[src/decode_pkg.sv]
/*
 * Decode stage shared definitions
 * Widths, instruction field positions, major opcodes and the
 * operation codes handed to the ALU, LSU and SFU
 */
package decode_pkg;

    localparam int instr_width = 32;
    localparam int num_warps   = 4;
    localparam int wid_width   = $clog2(num_warps);
    localparam int num_threads = 4;
    localparam int pc_width    = 32;
    localparam int reg_width   = 5;
    localparam int imm_width   = 32;
    localparam int op_width    = 4;

    // Instruction fields
    localparam int opcode_lsb = 0;
    localparam int opcode_msb = 6;
    localparam int rd_lsb     = 7;
    localparam int rd_msb     = 11;
    localparam int funct3_lsb = 12;
    localparam int funct3_msb = 14;
    localparam int rs1_lsb    = 15;
    localparam int rs1_msb    = 19;
    localparam int rs2_lsb    = 20;
    localparam int rs2_msb    = 24;
    localparam int funct7_lsb = 25;
    localparam int funct7_msb = 31;
    localparam int upper_lsb  = 20;
    localparam int upper_msb  = 31;

    localparam logic [op_width-1:0] lsu_fence = 4'd15;

    // CSRs up to this address stall the warp
    localparam logic [11:0] csr_wstall_max = 12'h003;

    typedef enum logic [6:0] {
        op_load   = 7'h03,
        op_wctl   = 7'h0B,
        op_fence  = 7'h0F,
        op_imm    = 7'h13,
        op_auipc  = 7'h17,
        op_store  = 7'h23,
        op_reg    = 7'h33,
        op_lui    = 7'h37,
        op_branch = 7'h63,
        op_jalr   = 7'h67,
        op_jal    = 7'h6F,
        op_system = 7'h73
    } opcode_e;

    typedef enum logic [1:0] {
        ex_none, ex_alu, ex_lsu, ex_sfu
    } ex_type_e;

    typedef enum logic [1:0] {
        xt_arith, xt_branch
    } alu_xtype_e;

    typedef enum logic [op_width-1:0] {
        alu_add, alu_sub, alu_sll, alu_slt, alu_sltu, alu_xor,
        alu_srl, alu_sra, alu_or, alu_and, alu_lui, alu_auipc
    } alu_op_e;

    typedef enum logic [op_width-1:0] {
        br_eq, br_ne, br_lt, br_ge, br_ltu, br_geu, br_jal, br_jalr,
        br_ecall, br_ebreak, br_uret, br_sret, br_mret
    } br_op_e;

    typedef enum logic [op_width-1:0] {
        sfu_tmc, sfu_wspawn, sfu_split, sfu_join, sfu_bar, sfu_pred,
        sfu_csrrw, sfu_csrrs, sfu_csrrc
    } sfu_op_e;

endpackage
[src/decoded_if.sv]
/*
 * Decoded instruction bundle
 * Carries unit, operation, operand flags and registers of one instruction
 */
`timescale 1ns/1ps

interface decoded_if;
    import decode_pkg::*;

    ex_type_e                ex_type;
    logic [op_width-1:0]     op_type;
    alu_xtype_e              xtype;
    logic                    use_pc;
    logic                    use_imm;
    logic                    is_neg;
    logic [imm_width-1:0]    imm;
    logic                    wb;
    logic [reg_width-1:0]    rd;
    logic [reg_width-1:0]    rs1;
    logic [reg_width-1:0]    rs2;

    modport src (output ex_type, op_type, xtype, use_pc, use_imm, is_neg, imm, wb, rd, rs1, rs2);
    modport dst (input ex_type, op_type, xtype, use_pc, use_imm, is_neg, imm, wb, rd, rs1, rs2);

endinterface

[src/decode_stage.sv]
/*
 * Instruction decode stage
 * Decodes one fetched instruction per cycle into a registered output
 * and tells the warp scheduler whether the issuing warp must stall
 */
`timescale 1ns/1ps

module decode_stage (
    input  logic                                clk,
    input  logic                                rst_n,
    input  logic                                fetch_valid,
    output logic                                fetch_ready,
    input  logic [decode_pkg::instr_width-1:0]  fetch_instr,
    input  logic [decode_pkg::wid_width-1:0]    fetch_wid,
    input  logic [decode_pkg::pc_width-1:0]     fetch_pc,
    input  logic [decode_pkg::num_threads-1:0]  fetch_tmask,
    output logic                                dec_valid,
    input  logic                                dec_ready,
    output logic [decode_pkg::wid_width-1:0]    dec_wid,
    output logic [decode_pkg::pc_width-1:0]     dec_pc,
    output logic [decode_pkg::num_threads-1:0]  dec_tmask,
    output logic [1:0]                          dec_ex_type,
    output logic [decode_pkg::op_width-1:0]     dec_op_type,
    output logic [1:0]                          dec_xtype,
    output logic                                dec_use_pc,
    output logic                                dec_use_imm,
    output logic                                dec_is_neg,
    output logic [decode_pkg::imm_width-1:0]    dec_imm,
    output logic                                dec_wb,
    output logic [decode_pkg::reg_width-1:0]    dec_rd,
    output logic [decode_pkg::reg_width-1:0]    dec_rs1,
    output logic [decode_pkg::reg_width-1:0]    dec_rs2,
    output logic                                sched_valid,
    output logic [decode_pkg::wid_width-1:0]    sched_wid,
    output logic                                sched_wstall
);

    logic wstall;

    decoded_if decoded ();

    instr_decode instr_decode_i (
        .instr  (fetch_instr),
        .dec    (decoded.src),
        .wstall (wstall)
    );

    decode_buffer decode_buffer_i (
        .clk         (clk),
        .rst_n       (rst_n),
        .in_valid    (fetch_valid),
        .in_ready    (fetch_ready),
        .dec         (decoded.dst),
        .ctx_wid     (fetch_wid),
        .ctx_pc      (fetch_pc),
        .ctx_tmask   (fetch_tmask),
        .out_valid   (dec_valid),
        .out_ready   (dec_ready),
        .out_wid     (dec_wid),
        .out_pc      (dec_pc),
        .out_tmask   (dec_tmask),
        .out_ex_type (dec_ex_type),
        .out_op_type (dec_op_type),
        .out_xtype   (dec_xtype),
        .out_use_pc  (dec_use_pc),
        .out_use_imm (dec_use_imm),
        .out_is_neg  (dec_is_neg),
        .out_imm     (dec_imm),
        .out_wb      (dec_wb),
        .out_rd      (dec_rd),
        .out_rs1     (dec_rs1),
        .out_rs2     (dec_rs2)
    );

    // Scheduler notice fires with the fetch handshake
    assign sched_valid  = fetch_valid && fetch_ready;
    assign sched_wid    = fetch_wid;
    assign sched_wstall = wstall;

endmodule

[src/decode_buffer.sv]
/*
 * Decode output register
 * One-entry valid/ready pipeline stage holding a decoded instruction
 * together with its warp id, PC and thread mask
 */
`timescale 1ns/1ps

module decode_buffer (
    input  logic                                clk,
    input  logic                                rst_n,
    input  logic                                in_valid,
    output logic                                in_ready,
    decoded_if.dst                              dec,
    input  logic [decode_pkg::wid_width-1:0]    ctx_wid,
    input  logic [decode_pkg::pc_width-1:0]     ctx_pc,
    input  logic [decode_pkg::num_threads-1:0]  ctx_tmask,
    output logic                                out_valid,
    input  logic                                out_ready,
    output logic [decode_pkg::wid_width-1:0]    out_wid,
    output logic [decode_pkg::pc_width-1:0]     out_pc,
    output logic [decode_pkg::num_threads-1:0]  out_tmask,
    output logic [1:0]                          out_ex_type,
    output logic [decode_pkg::op_width-1:0]     out_op_type,
    output logic [1:0]                          out_xtype,
    output logic                                out_use_pc,
    output logic                                out_use_imm,
    output logic                                out_is_neg,
    output logic [decode_pkg::imm_width-1:0]    out_imm,
    output logic                                out_wb,
    output logic [decode_pkg::reg_width-1:0]    out_rd,
    output logic [decode_pkg::reg_width-1:0]    out_rs1,
    output logic [decode_pkg::reg_width-1:0]    out_rs2
);
    import decode_pkg::*;

    // Empty, or the entry leaves this cycle
    assign in_ready = !out_valid || out_ready;

    always_ff @(posedge clk) begin
        if (!rst_n) begin
            out_valid <= 1'b0;
        end else if (in_ready) begin
            out_valid <= in_valid;
        end
    end

    always_ff @(posedge clk) begin
        if (in_valid && in_ready) begin
            out_wid     <= ctx_wid;
            out_pc      <= ctx_pc;
            out_tmask   <= ctx_tmask;
            out_ex_type <= dec.ex_type;
            out_op_type <= dec.op_type;
            out_xtype   <= dec.xtype;
            out_use_pc  <= dec.use_pc;
            out_use_imm <= dec.use_imm;
            out_is_neg  <= dec.is_neg;
            out_imm     <= dec.imm;
            out_wb      <= dec.wb;
            out_rd      <= dec.rd;
            out_rs1     <= dec.rs1;
            out_rs2     <= dec.rs2;
        end
    end

    hold_under_stall_a: assert property (
        @(posedge clk) disable iff (!rst_n)
        out_valid && !out_ready |=> out_valid && $stable({out_wid, out_pc, out_tmask,
            out_ex_type, out_op_type, out_xtype, out_use_pc, out_use_imm, out_is_neg,
            out_imm, out_wb, out_rd, out_rs1, out_rs2})
    ) else $error("decode output changed under back-pressure");

    empty_after_reset_a: assert property (
        @(posedge clk) !rst_n |=> !out_valid
    ) else $error("out_valid high after reset");

endmodule

[src/instr_decode.sv]
/*
 * Main instruction decoder
 * Selects the execution unit and operation, operand sources, immediate
 * and register numbers, and flags instructions that stall the warp
 */
`timescale 1ns/1ps

module instr_decode (
    input  logic [decode_pkg::instr_width-1:0] instr,
    decoded_if.src                             dec,
    output logic                               wstall
);
    import decode_pkg::*;

    opcode_e               opcode;
    logic [2:0]            funct3;
    logic [6:0]            funct7;
    logic [11:0]           csr_addr;
    logic [reg_width-1:0]  rd_f;
    logic [reg_width-1:0]  rs1_f;
    logic [reg_width-1:0]  rs2_f;
    logic [imm_width-1:0]  i_imm;
    logic [imm_width-1:0]  s_imm;
    logic [imm_width-1:0]  b_imm;
    logic [imm_width-1:0]  u_imm;
    logic [imm_width-1:0]  j_imm;
    alu_op_e               alu_op;
    br_op_e                br_op;
    br_op_e                sys_op;
    logic                  use_rd;

    assign opcode   = opcode_e'(instr[opcode_msb:opcode_lsb]);
    assign funct3   = instr[funct3_msb:funct3_lsb];
    assign funct7   = instr[funct7_msb:funct7_lsb];
    assign csr_addr = instr[upper_msb:upper_lsb];
    assign rd_f     = instr[rd_msb:rd_lsb];
    assign rs1_f    = instr[rs1_msb:rs1_lsb];
    assign rs2_f    = instr[rs2_msb:rs2_lsb];

    imm_gen imm_gen_i (
        .instr (instr),
        .i_imm (i_imm),
        .s_imm (s_imm),
        .b_imm (b_imm),
        .u_imm (u_imm),
        .j_imm (j_imm)
    );

    func_decode func_decode_i (
        .instr  (instr),
        .alu_op (alu_op),
        .br_op  (br_op),
        .sys_op (sys_op)
    );

    always_comb begin
        dec.ex_type = ex_none;
        dec.op_type = '0;
        dec.xtype   = xt_arith;
        dec.use_pc  = 1'b0;
        dec.use_imm = 1'b0;
        dec.is_neg  = 1'b0;
        dec.imm     = '0;
        dec.rd      = '0;
        dec.rs1     = '0;
        dec.rs2     = '0;
        use_rd      = 1'b0;
        wstall      = 1'b0;

        case (opcode)
            op_imm, op_reg: begin
                dec.ex_type = ex_alu;
                dec.op_type = alu_op;
                dec.use_imm = (opcode == op_imm);
                dec.imm     = (opcode == op_imm) ? i_imm : '0;
                use_rd      = 1'b1;
                dec.rd      = rd_f;
                dec.rs1     = rs1_f;
                dec.rs2     = (opcode == op_reg) ? rs2_f : '0;
            end
            op_lui, op_auipc: begin
                dec.ex_type = ex_alu;
                dec.op_type = (opcode == op_lui) ? alu_lui : alu_auipc;
                dec.use_pc  = (opcode == op_auipc);
                dec.use_imm = 1'b1;
                dec.imm     = u_imm;
                use_rd      = 1'b1;
                dec.rd      = rd_f;
            end
            op_jal, op_jalr, op_branch: begin
                dec.ex_type = ex_alu;
                dec.xtype   = xt_branch;
                dec.use_imm = 1'b1;
                wstall      = 1'b1;
                if (opcode == op_branch) begin
                    dec.op_type = br_op;
                    dec.use_pc  = 1'b1;
                    dec.imm     = b_imm;
                    dec.rs1     = rs1_f;
                    dec.rs2     = rs2_f;
                end else begin
                    dec.op_type = (opcode == op_jal) ? br_jal : br_jalr;
                    dec.use_pc  = (opcode == op_jal);
                    dec.imm     = (opcode == op_jal) ? j_imm : i_imm;
                    dec.rs1     = (opcode == op_jalr) ? rs1_f : '0;
                    use_rd      = 1'b1;
                    dec.rd      = rd_f;
                end
            end
            op_fence: begin
                dec.ex_type = ex_lsu;
                dec.op_type = lsu_fence;
            end
            op_load, op_store: begin
                dec.ex_type = ex_lsu;
                dec.op_type = {opcode == op_store, funct3};
                dec.use_imm = 1'b1;
                dec.imm     = (opcode == op_store) ? s_imm : i_imm;
                dec.rs1     = rs1_f;
                dec.rs2     = (opcode == op_store) ? rs2_f : '0;
                use_rd      = (opcode == op_load);
                dec.rd      = (opcode == op_load) ? rd_f : '0;
            end
            op_system: begin
                use_rd = 1'b1;
                dec.rd = rd_f;
                if (funct3[1:0] != 2'b00) begin
                    dec.ex_type = ex_sfu;
                    case (funct3[1:0])
                        2'b01:   dec.op_type = sfu_csrrw;
                        2'b10:   dec.op_type = sfu_csrrs;
                        default: dec.op_type = sfu_csrrc;
                    endcase
                    // CSR address low, uimm field above it
                    dec.use_imm = funct3[2];
                    dec.imm     = imm_width'({rs1_f, csr_addr});
                    dec.rs1     = funct3[2] ? '0 : rs1_f;
                    wstall      = (csr_addr <= csr_wstall_max);
                end else begin
                    dec.ex_type = ex_alu;
                    dec.op_type = sys_op;
                    dec.xtype   = xt_branch;
                    dec.use_pc  = 1'b1;
                    dec.use_imm = 1'b1;
                    dec.imm     = imm_width'(4);
                    wstall      = 1'b1;
                end
            end
            op_wctl: begin
                if (funct7 == 7'h00 && funct3 <= 3'h5) begin
                    dec.ex_type = ex_sfu;
                    dec.rs1     = rs1_f;
                    wstall      = 1'b1;
                    case (funct3)
                        3'h0: dec.op_type = sfu_tmc;
                        3'h1: dec.op_type = sfu_wspawn;
                        3'h2: dec.op_type = sfu_split;
                        3'h3: dec.op_type = sfu_join;
                        3'h4: dec.op_type = sfu_bar;
                        default: dec.op_type = sfu_pred;
                    endcase
                    dec.rs2    = (funct3 inside {3'h1, 3'h4, 3'h5}) ? rs2_f : '0;
                    use_rd     = (funct3 == 3'h2);
                    dec.rd     = (funct3 == 3'h2) ? rd_f : '0;
                    dec.is_neg = (funct3 == 3'h2) ? rs2_f[0] : (funct3 == 3'h5) && rd_f[0];
                end
            end
            default: ;
        endcase
    end

    // x0 is never written
    assign dec.wb = use_rd && (rd_f != '0);

endmodule

[src/func_decode.sv]
/*
 * Function field decoder
 * Maps funct3, funct7 and the upper 12 bits to ALU, branch and
 * system operation codes
 */
`timescale 1ns/1ps

module func_decode (
    input  logic [decode_pkg::instr_width-1:0] instr,
    output decode_pkg::alu_op_e                alu_op,
    output decode_pkg::br_op_e                 br_op,
    output decode_pkg::br_op_e                 sys_op
);
    import decode_pkg::*;

    logic [6:0]  opcode;
    logic [2:0]  funct3;
    logic [6:0]  funct7;
    logic [11:0] upper;

    assign opcode = instr[opcode_msb:opcode_lsb];
    assign funct3 = instr[funct3_msb:funct3_lsb];
    assign funct7 = instr[funct7_msb:funct7_lsb];
    assign upper  = instr[upper_msb:upper_lsb];

    always_comb begin
        case (funct3)
            3'h0: alu_op = (opcode == op_reg && funct7[5]) ? alu_sub : alu_add;
            3'h1: alu_op = alu_sll;
            3'h2: alu_op = alu_slt;
            3'h3: alu_op = alu_sltu;
            3'h4: alu_op = alu_xor;
            3'h5: alu_op = funct7[5] ? alu_sra : alu_srl;
            3'h6: alu_op = alu_or;
            default: alu_op = alu_and;
        endcase
    end

    always_comb begin
        case (funct3)
            3'h1: br_op = br_ne;
            3'h4: br_op = br_lt;
            3'h5: br_op = br_ge;
            3'h6: br_op = br_ltu;
            3'h7: br_op = br_geu;
            default: br_op = br_eq;
        endcase
    end

    // Trap and return select
    always_comb begin
        case (upper)
            12'h001: sys_op = br_ebreak;
            12'h002: sys_op = br_uret;
            12'h102: sys_op = br_sret;
            12'h302: sys_op = br_mret;
            default: sys_op = br_ecall;
        endcase
    end

    // Fetch must never hand over a branch with a reserved compare
    always_comb begin
        if (opcode == op_branch) begin
            assert (funct3 != 3'h2 && funct3 != 3'h3)
                else $error("branch with undefined funct3 %h", funct3);
        end
    end

endmodule

[src/imm_gen.sv]
/*
 * Immediate generator
 * Builds the sign-extended I, S, B, U and J immediates of an instruction
 */
`timescale 1ns/1ps

module imm_gen (
    input  logic [decode_pkg::instr_width-1:0] instr,
    output logic [decode_pkg::imm_width-1:0]   i_imm,
    output logic [decode_pkg::imm_width-1:0]   s_imm,
    output logic [decode_pkg::imm_width-1:0]   b_imm,
    output logic [decode_pkg::imm_width-1:0]   u_imm,
    output logic [decode_pkg::imm_width-1:0]   j_imm
);
    import decode_pkg::*;

    logic [2:0]  funct3;
    logic [11:0] upper;
    logic [12:0] b_raw;
    logic [20:0] j_raw;
    logic        is_shift;

    assign funct3 = instr[funct3_msb:funct3_lsb];
    assign upper  = instr[upper_msb:upper_lsb];

    // SLLI, SRLI and SRAI carry a shift amount, not a signed value
    assign is_shift = (instr[opcode_msb:opcode_lsb] == op_imm) && funct3[0] && !funct3[1];

    assign b_raw = {instr[31], instr[7], instr[30:25], instr[11:8], 1'b0};
    assign j_raw = {instr[31], instr[19:12], instr[20], instr[30:21], 1'b0};

    assign i_imm = is_shift ? imm_width'(instr[rs2_msb:rs2_lsb])
                            : imm_width'($signed(upper));
    assign s_imm = imm_width'($signed({instr[funct7_msb:funct7_lsb], instr[rd_msb:rd_lsb]}));
    assign b_imm = imm_width'($signed(b_raw));
    assign u_imm = {instr[31:12], 12'b0};
    assign j_imm = imm_width'($signed(j_raw));

endmodule

[config.mk]
export PLATFORM = sky130hd
export DESIGN_NAME = decode_stage
export DESIGN_NICKNAME = d
export VERILOG_FILES = /design/src/decode_pkg.sv /design/src/decoded_if.sv /design/src/decode_stage.sv /design/src/decode_buffer.sv /design/src/instr_decode.sv /design/src/func_decode.sv /design/src/imm_gen.sv
export SDC_FILE = /design/constraint.sdc
export NUM_CORES = 1
export LEC_CHECK = 0
export BUFFER_PORTS_ARGS = -buffer_cell sky130_fd_sc_hd__buf_2
export CAP_MARGIN = 20
export CORE_ASPECT_RATIO = 0.75
export CORE_MARGIN = 5
export CORE_UTILIZATION = 49
export CTS_CLUSTER_DIAMETER = 200
export CTS_CLUSTER_SIZE = 25
export DETAILED_ROUTE_END_ITERATION = 8
export PLACE_DENSITY_LB_ADDON = 0.08
export SYNTH_ARGS = -nofsm -noshare
export SYNTH_HDL_FRONTEND = slang
export SYNTH_HIERARCHICAL = 1
export SYNTH_SLANG_ARGS = --single-unit
[constraint.sdc]
create_clock -name clk -period 2 [get_ports clk]
set_input_delay 0 -clock clk [delete_from_list [all_inputs] [get_ports clk]]
set_output_delay 0 -clock clk [all_outputs]
set_load 0.1 [all_outputs]
# Yosys cells after proc, flatten, opt, wreduce, memory -nomap -nowiden
# Index checks and enable logic that the tools add are counted.
word_totals:
  reg_bits: 98
  latchBits: 0
  ram_bits: 0
  rom_bits: 0
  inputBits: 74
  out_inout_bits: 103
  word_cells: 121
  n_memories: 0
classes:
  addsub: 0
  mul: 0
  n_div: 0
  n_lt_le_gt_ge: 2
  n_eq_ne: 25
  n_shift: 0
  n_mux: 54
  n_bitwise: 0
  reduce_logical: 25
op_table:
  columns: ["op", "count"]
  rows:
  - ["2-to-1 mux 32 bit", 5]
  - ["case mux 32 bit (5 select lines)", 1]
  - ["2-to-1 mux 5 bit", 14]
  - ["case mux 5 bit (4 select lines)", 3]
  - ["case mux 4 bit (7 select lines)", 2]
  - ["case mux 3 bit (5 select lines)", 2]
  - ["equality test 7 bit, second input constant", 4]
  - ["equality test 7 x 6 -> 1 bit, second input constant", 3]
  - ["2-to-1 mux 17 bit", 1]
  - ["equality test 7 x 4 -> 1 bit, second input constant", 2]
  - ["equality test 7 x 5 -> 1 bit, second input constant", 2]
  - ["OR reduction 7 bit", 2]
  - ["2-to-1 mux 1 bit", 13]
  - ["equality test 12 x 1 -> 1 bit, second input constant", 1]
  - ["equality test 12 x 10 -> 1 bit, second input constant", 1]
  - ["equality test 12 x 2 -> 1 bit, second input constant", 1]
  - ["equality test 12 x 9 -> 1 bit, second input constant", 1]
  - ["equality test 3 bit, second input constant", 4]
  - ["less-or-equal comparator 12 x 2 -> 1 bit, second input constant", 1]
  - ["2-to-1 mux 4 bit", 3]
  - ["case mux 3 bit (4 select lines)", 1]
  - ["case mux 1 bit (3 select lines)", 3]
  - ["case mux 2 bit (4 select lines)", 1]
  - ["case mux 4 bit (2 select lines)", 1]
  - ["22 further kinds", 34]

# Logic depth before layout (Yosys ltp)
logic_depth:
  word_depth: 7
  ltp_mapped: 7
  depth_no_buf: 7

# Hierarchy
# Netlist, hierarchy kept.
by_module_without_submodules:
  columns: ["mod", "n_inst", "cells_per_inst", "area_each_um2", "seq_area_each_um2"]
  rows:
  - ["decode_buffer", 1, 102, 2970.3, 2932.8]
  - ["instr_decode", 1, 384, 2473.6, 0.0]
  - ["imm_gen", 1, 172, 1265.0, 0.0]
  - ["func_decode", 1, 31, 190.2, 0.0]
  - ["decode_stage", 1, 3, 21.3, 0.0]

# Worst setup path after synthesis
# No wires, ideal clock.
synth_path:
  path_kind: "register -> register"
  from: "register decode_buffer_i.out_valid"
  to: "register decode_buffer_i.out_ex_type[0], enable pin"
  t_arrival_ps: 1951
  t_required_ps: 1612
  path_slack_ps: -339
  stages_incl_launch_ff: 3
  path_buffers: 0
  path_cell_list: "dfxtp_1 -> nand2b_4 -> and2_4"
synth_between:
  elab_chain_len: 3
synth_rtl:
  columns: ["item", "line", "source"]
  rows:
  - ["start: declaration", "decode_buffer.sv:17", "output logic out_valid,"]
  - ["start signal: assignment", "decode_buffer.sv:43", "out_valid <= in_valid;"]
  - ["zero test 1 bit", "decode_buffer.sv:37", "assign in_ready = !out_valid || out_ready;"]
  - ["logical OR 1 bit", "decode_buffer.sv:37", null]
  - ["net fetch_ready", "decode_stage.sv:12", "output logic fetch_ready,"]
  - ["logical AND 1 bit", "decode_buffer.sv:48", "if (in_valid && in_ready) begin"]
  - ["end signal: assignment", "decode_buffer.sv:52", "out_ex_type <= dec.ex_type;"]
  - ["end: declaration", "decode_buffer.sv:22", "output logic [1:0] out_ex_type,"]
# The timed path passes the listed nets, and every way through them passes these cells.
# A chain may end at the register's enable or synchronous reset.

# Worst setup path after layout
layout_path:
  from: "input fetch_instr[13] (netlist bit)"
  to: "output sched_wstall"
layout_between:
  elab_chain_len: 4
  elab_cells_between_ends: 6
layout_rtl:
  columns: ["item", "line", "source"]
  rows:
  - ["start: declaration", "decode_stage.sv:13", "input logic [decode_pkg::instr_width-1:0] fetch_instr,"]
  - ["less-or-equal comparator 3 bit", "instr_decode.sv:150", "if (funct7 == 7'h00 && funct3 <= 3'h5) begin"]
  - ["logical AND 1 bit", "instr_decode.sv:150", null]
  - ["2-to-1 mux 1 bit", "instr_decode.sv:150", null]
  - ["case mux 1 bit (3 select lines) (*)", "instr_decode.sv:70", "case (opcode)"]
  - ["end: declaration", "decode_stage.sv:35", "output logic sched_wstall"]
# Mark *: on every way between the ends. The rest lies on a longest branch, timed or not.

==> summary.txt <==
Die
  • Area of the die: 16600 um2
  • CORE AREA: 13800 um2
  • Num ports: 177
  • Die Span X: 147 um
  • Rows: 37
  • Initial core utilization: 50.2%
  • Die Height: 113 um

Placed design
  • Port Buffers: 176
  • Post-DP HPWL: 12.9 mm
  • GPL Wtd Cong: 0.885

Synth
  • YS warnings: 6
  • Area contributors post-synth: edfxtp_1 (42%), buf_4 (17%), a22oi_1 (6.4%)
  • Synth top area share: 42.1%
  • Mean post-synth cell area: 10.0 um2
  • Post-synth top area cell: edfxtp_1
  • Synth Register Bits: 98
  • Post-synthesis cell type count: 61
  • Sequential share of the synthesized area: 42.4%
  • Top FF cell, synth: edfxtp_1
  • Top-count cell post-synth: buf_4
  • Mapped cell area: 6920 um2
  • Cells after Synth: 692
  • EDFF count, synth: 97
  • Post-synth top cells: buf_4 (158), edfxtp_1 (97), nand2_1 (66)
  • Post-synth ARST share: 0%

Job
  • Max_cap viols: 0

Run status
  • Status: finished clean

Clock network
  • Post-CTS Repair Setup Buffers: 0
  • H-tree levels: 3
  • Num CTS Buffers: 9
  • PostCTS Resize Cnt: 0
  • CTS root buf: clkbuf_16
  • CTS tree: built
  • # clock sinks: 98
  • Worst-case clock buffer depth: 2
  • Clock latency on the worst-skew pair: 350 ps
  • Reg clk slew, reported paths: 70 ps

Worst setup path
  • Crit. Startpoint: fetch_instr[13]
  • Crit. End Element: output port
  • Kind of critical path: input pin to output port
  • Req. time, crit path: 2000 ps
  • Reg2reg start: decode_buffer_i/out_valid$_SDFFE_PN0P_
  • FF-to-FF path depth: 3
  • Critical path data arrival time: 1630 ps
  • Worst setup SP type: input pin
  • Crit Path Max Fanout: 9

Global routing
  • GR Util met2: 34.6%
  • Number of global-route vias before repair: 5290
  • Largest net degree at the start of global routing: 47
  • Total GRT Usage: 21.9%
  • Initial antenna violation count: 0
  • Busiest grt layer: met2
  • Met3 usage: 4.36%
  • Global-route wire length before repair: 28.9 mm
  • Total grt overflow: 0
  • Met1 Resource Use GR: 31.1%

Timing
  • RSZ-0062 raised after global routing: false
  • Hold Fails Final Rpt: 0
  • Setup violators final: 0
  • Minimum clock period: 1630 ps
  • Tcrit/Tclk final: 81.4%
  • Max Fclk: 614 MHz
  • Worst Skew: 10.7 ps
  • Max-slew violations: 0
  • Setup_tns: 0 ps
  • Worst-Margin Slew: 536 ps
  • Worst slew margin: 63.9%

Min path
  • Hold_sp: fetch_instr[18]
  • Hold path cells: 3
  • Path category of the worst min-delay check: input pin to flop

Final layout
  • N_diodes: 0
  • Layout cells sized above 1: 32.3%
  • FILL cells: 1240
  • Register area: 2940 um2
  • P&R area growth vs syn: 12.5%
  • Fin nets: 851
  • Multi-input gate area in the final layout: 2620 um2

Drt
  • Remaining routing DRC violations: 0
  • Post-route ant nets: 0
  • Iter 0 DRT Violations: 532
  • Total iterations of the first detailed-routing run: 6
  • Vias per cell: 5.71
  • WL final: 18.9 mm
  • Via count: 5434
  • DR WL/cell: 19.9 um

Power
  • LEAKAGE: 0.00316 uW
  • Tot Pwr: 5930 uW
  • Pwr Density: 762 nW/um2
  • Max VDD drop: 483 uV
## where the power goes
part,switching (uW),internal [uW],leakage [uW]
combinational,1340,380,0.00205
sequential,28.1,2390,0.000962
clock,810,984,0.000148
total,2180,3750,0.00316
## timing repair
item / 4_1_cts / 5_1_grt
endpoints found under the setup margin: 0 / 0
hold buffers: 42 / 0
endpoints found under the hold margin: 41 / 0
## through the flow
stage / area [um2] / hold WS (ps) / instances / util (%) / worst slack [ps]
after floorplan: 6970 / 98.9 / 705 / - / 20.8
after global placement: 7060 / 176 / 894 / 51.2 / 165
after detailed placement: 7060 / 178 / 894 / 51.2 / 165
after CTS: 7780 / 23.4 / 952 / 56.4 / 381
after global routing: 7780 / 49.8 / 952 / 56.4 / 297
final: 7780 / 35.6 / 952 / 56.4 / 372
## per-layer routing
| metal | part of all wire, % | wire, um |
|---|---|---|
| met4 | 1.2 | 231 |
| met3 | 7.8 | 1470 |
| met2 | 47 | 8890 |
| met5 | 0 | 0 |
| met1 | 44 | 8330 |
## state kept, by name, summed over array words and instances (netlist names)
name                         cells
decode_buffer_i/out_wb           1
decode_buffer_i/out_use_imm      1
decode_buffer_i/out_rs1          5
decode_buffer_i/out_is_neg       1
decode_buffer_i/out_rs2          5
decode_buffer_i/out_xtype        2
decode_buffer_i/out_rd           5
decode_buffer_i/out_valid        1
decode_buffer_i/out_ex_type      2
decode_buffer_i/out_wid          2
decode_buffer_i/out_op_type      4
decode_buffer_i/out_tmask        4
decode_buffer_i/out_use_pc       1
decode_buffer_i/out_imm         32
decode_buffer_i/out_pc          32
## kinds of logic after synthesis
group,share of synthesized area (%)
buffers and inverters,20.6
other,0.217
multiplexers,0.904
XOR/XNOR,0.127
AO/OA/AOI/OAI,20.8
adder cells (fa/ha/maj),0.904
AND/OR/NAND/NOR,14.0
flip-flops,42.4
## path summary, 6_finish.rpt
kind,end,slack [ps]
max,sched_wstall,370
min,decode_buffer_i/out_imm[18]$_DFFE_PP_,40
max reg2reg,decode_buffer_i/out_ex_type[0]$_DFFE_PP_,690
min reg2reg,decode_buffer_i/out_pc[18]$_DFFE_PP_,810
## layout by cell type, fill, tap and decap left out, types with 11 or more instances in the layout
cell type,Yosys,layout
o22a_1,13,13
dlygate4sd3_1,0,42
conb_1,4,17
a31oi_1,12,11
a2bb2oi_1,18,18
edfxtp_1,97,97
o21ai_0,15,15
buf_4,158,31
inv_1,16,16
nand2_1,66,66
nand3_1,30,30
o211ai_1,39,39
buf_2,19,175
a22oi_1,59,59
## worst max-delay path, cell delays in order
cell	delay [ps]
buf_2	230
inv_1	110
ha_1	230
inv_1	80
o211ai_1	190
nand3_1	370
nand3_1	200
buf_12	210
## layout make-up
cell class | count | area share (%)
flip-flops and latches | 98 | 37.7
multi-input cells | 393 | 33.6
repair buffers | 254 | 21.2
clock buffers | 9 | 2.89
well taps | 175 | 2.81
clock inverters | 7 | 0.981
inverters | 16 | 0.772
(Power assumes the default switching activity.)
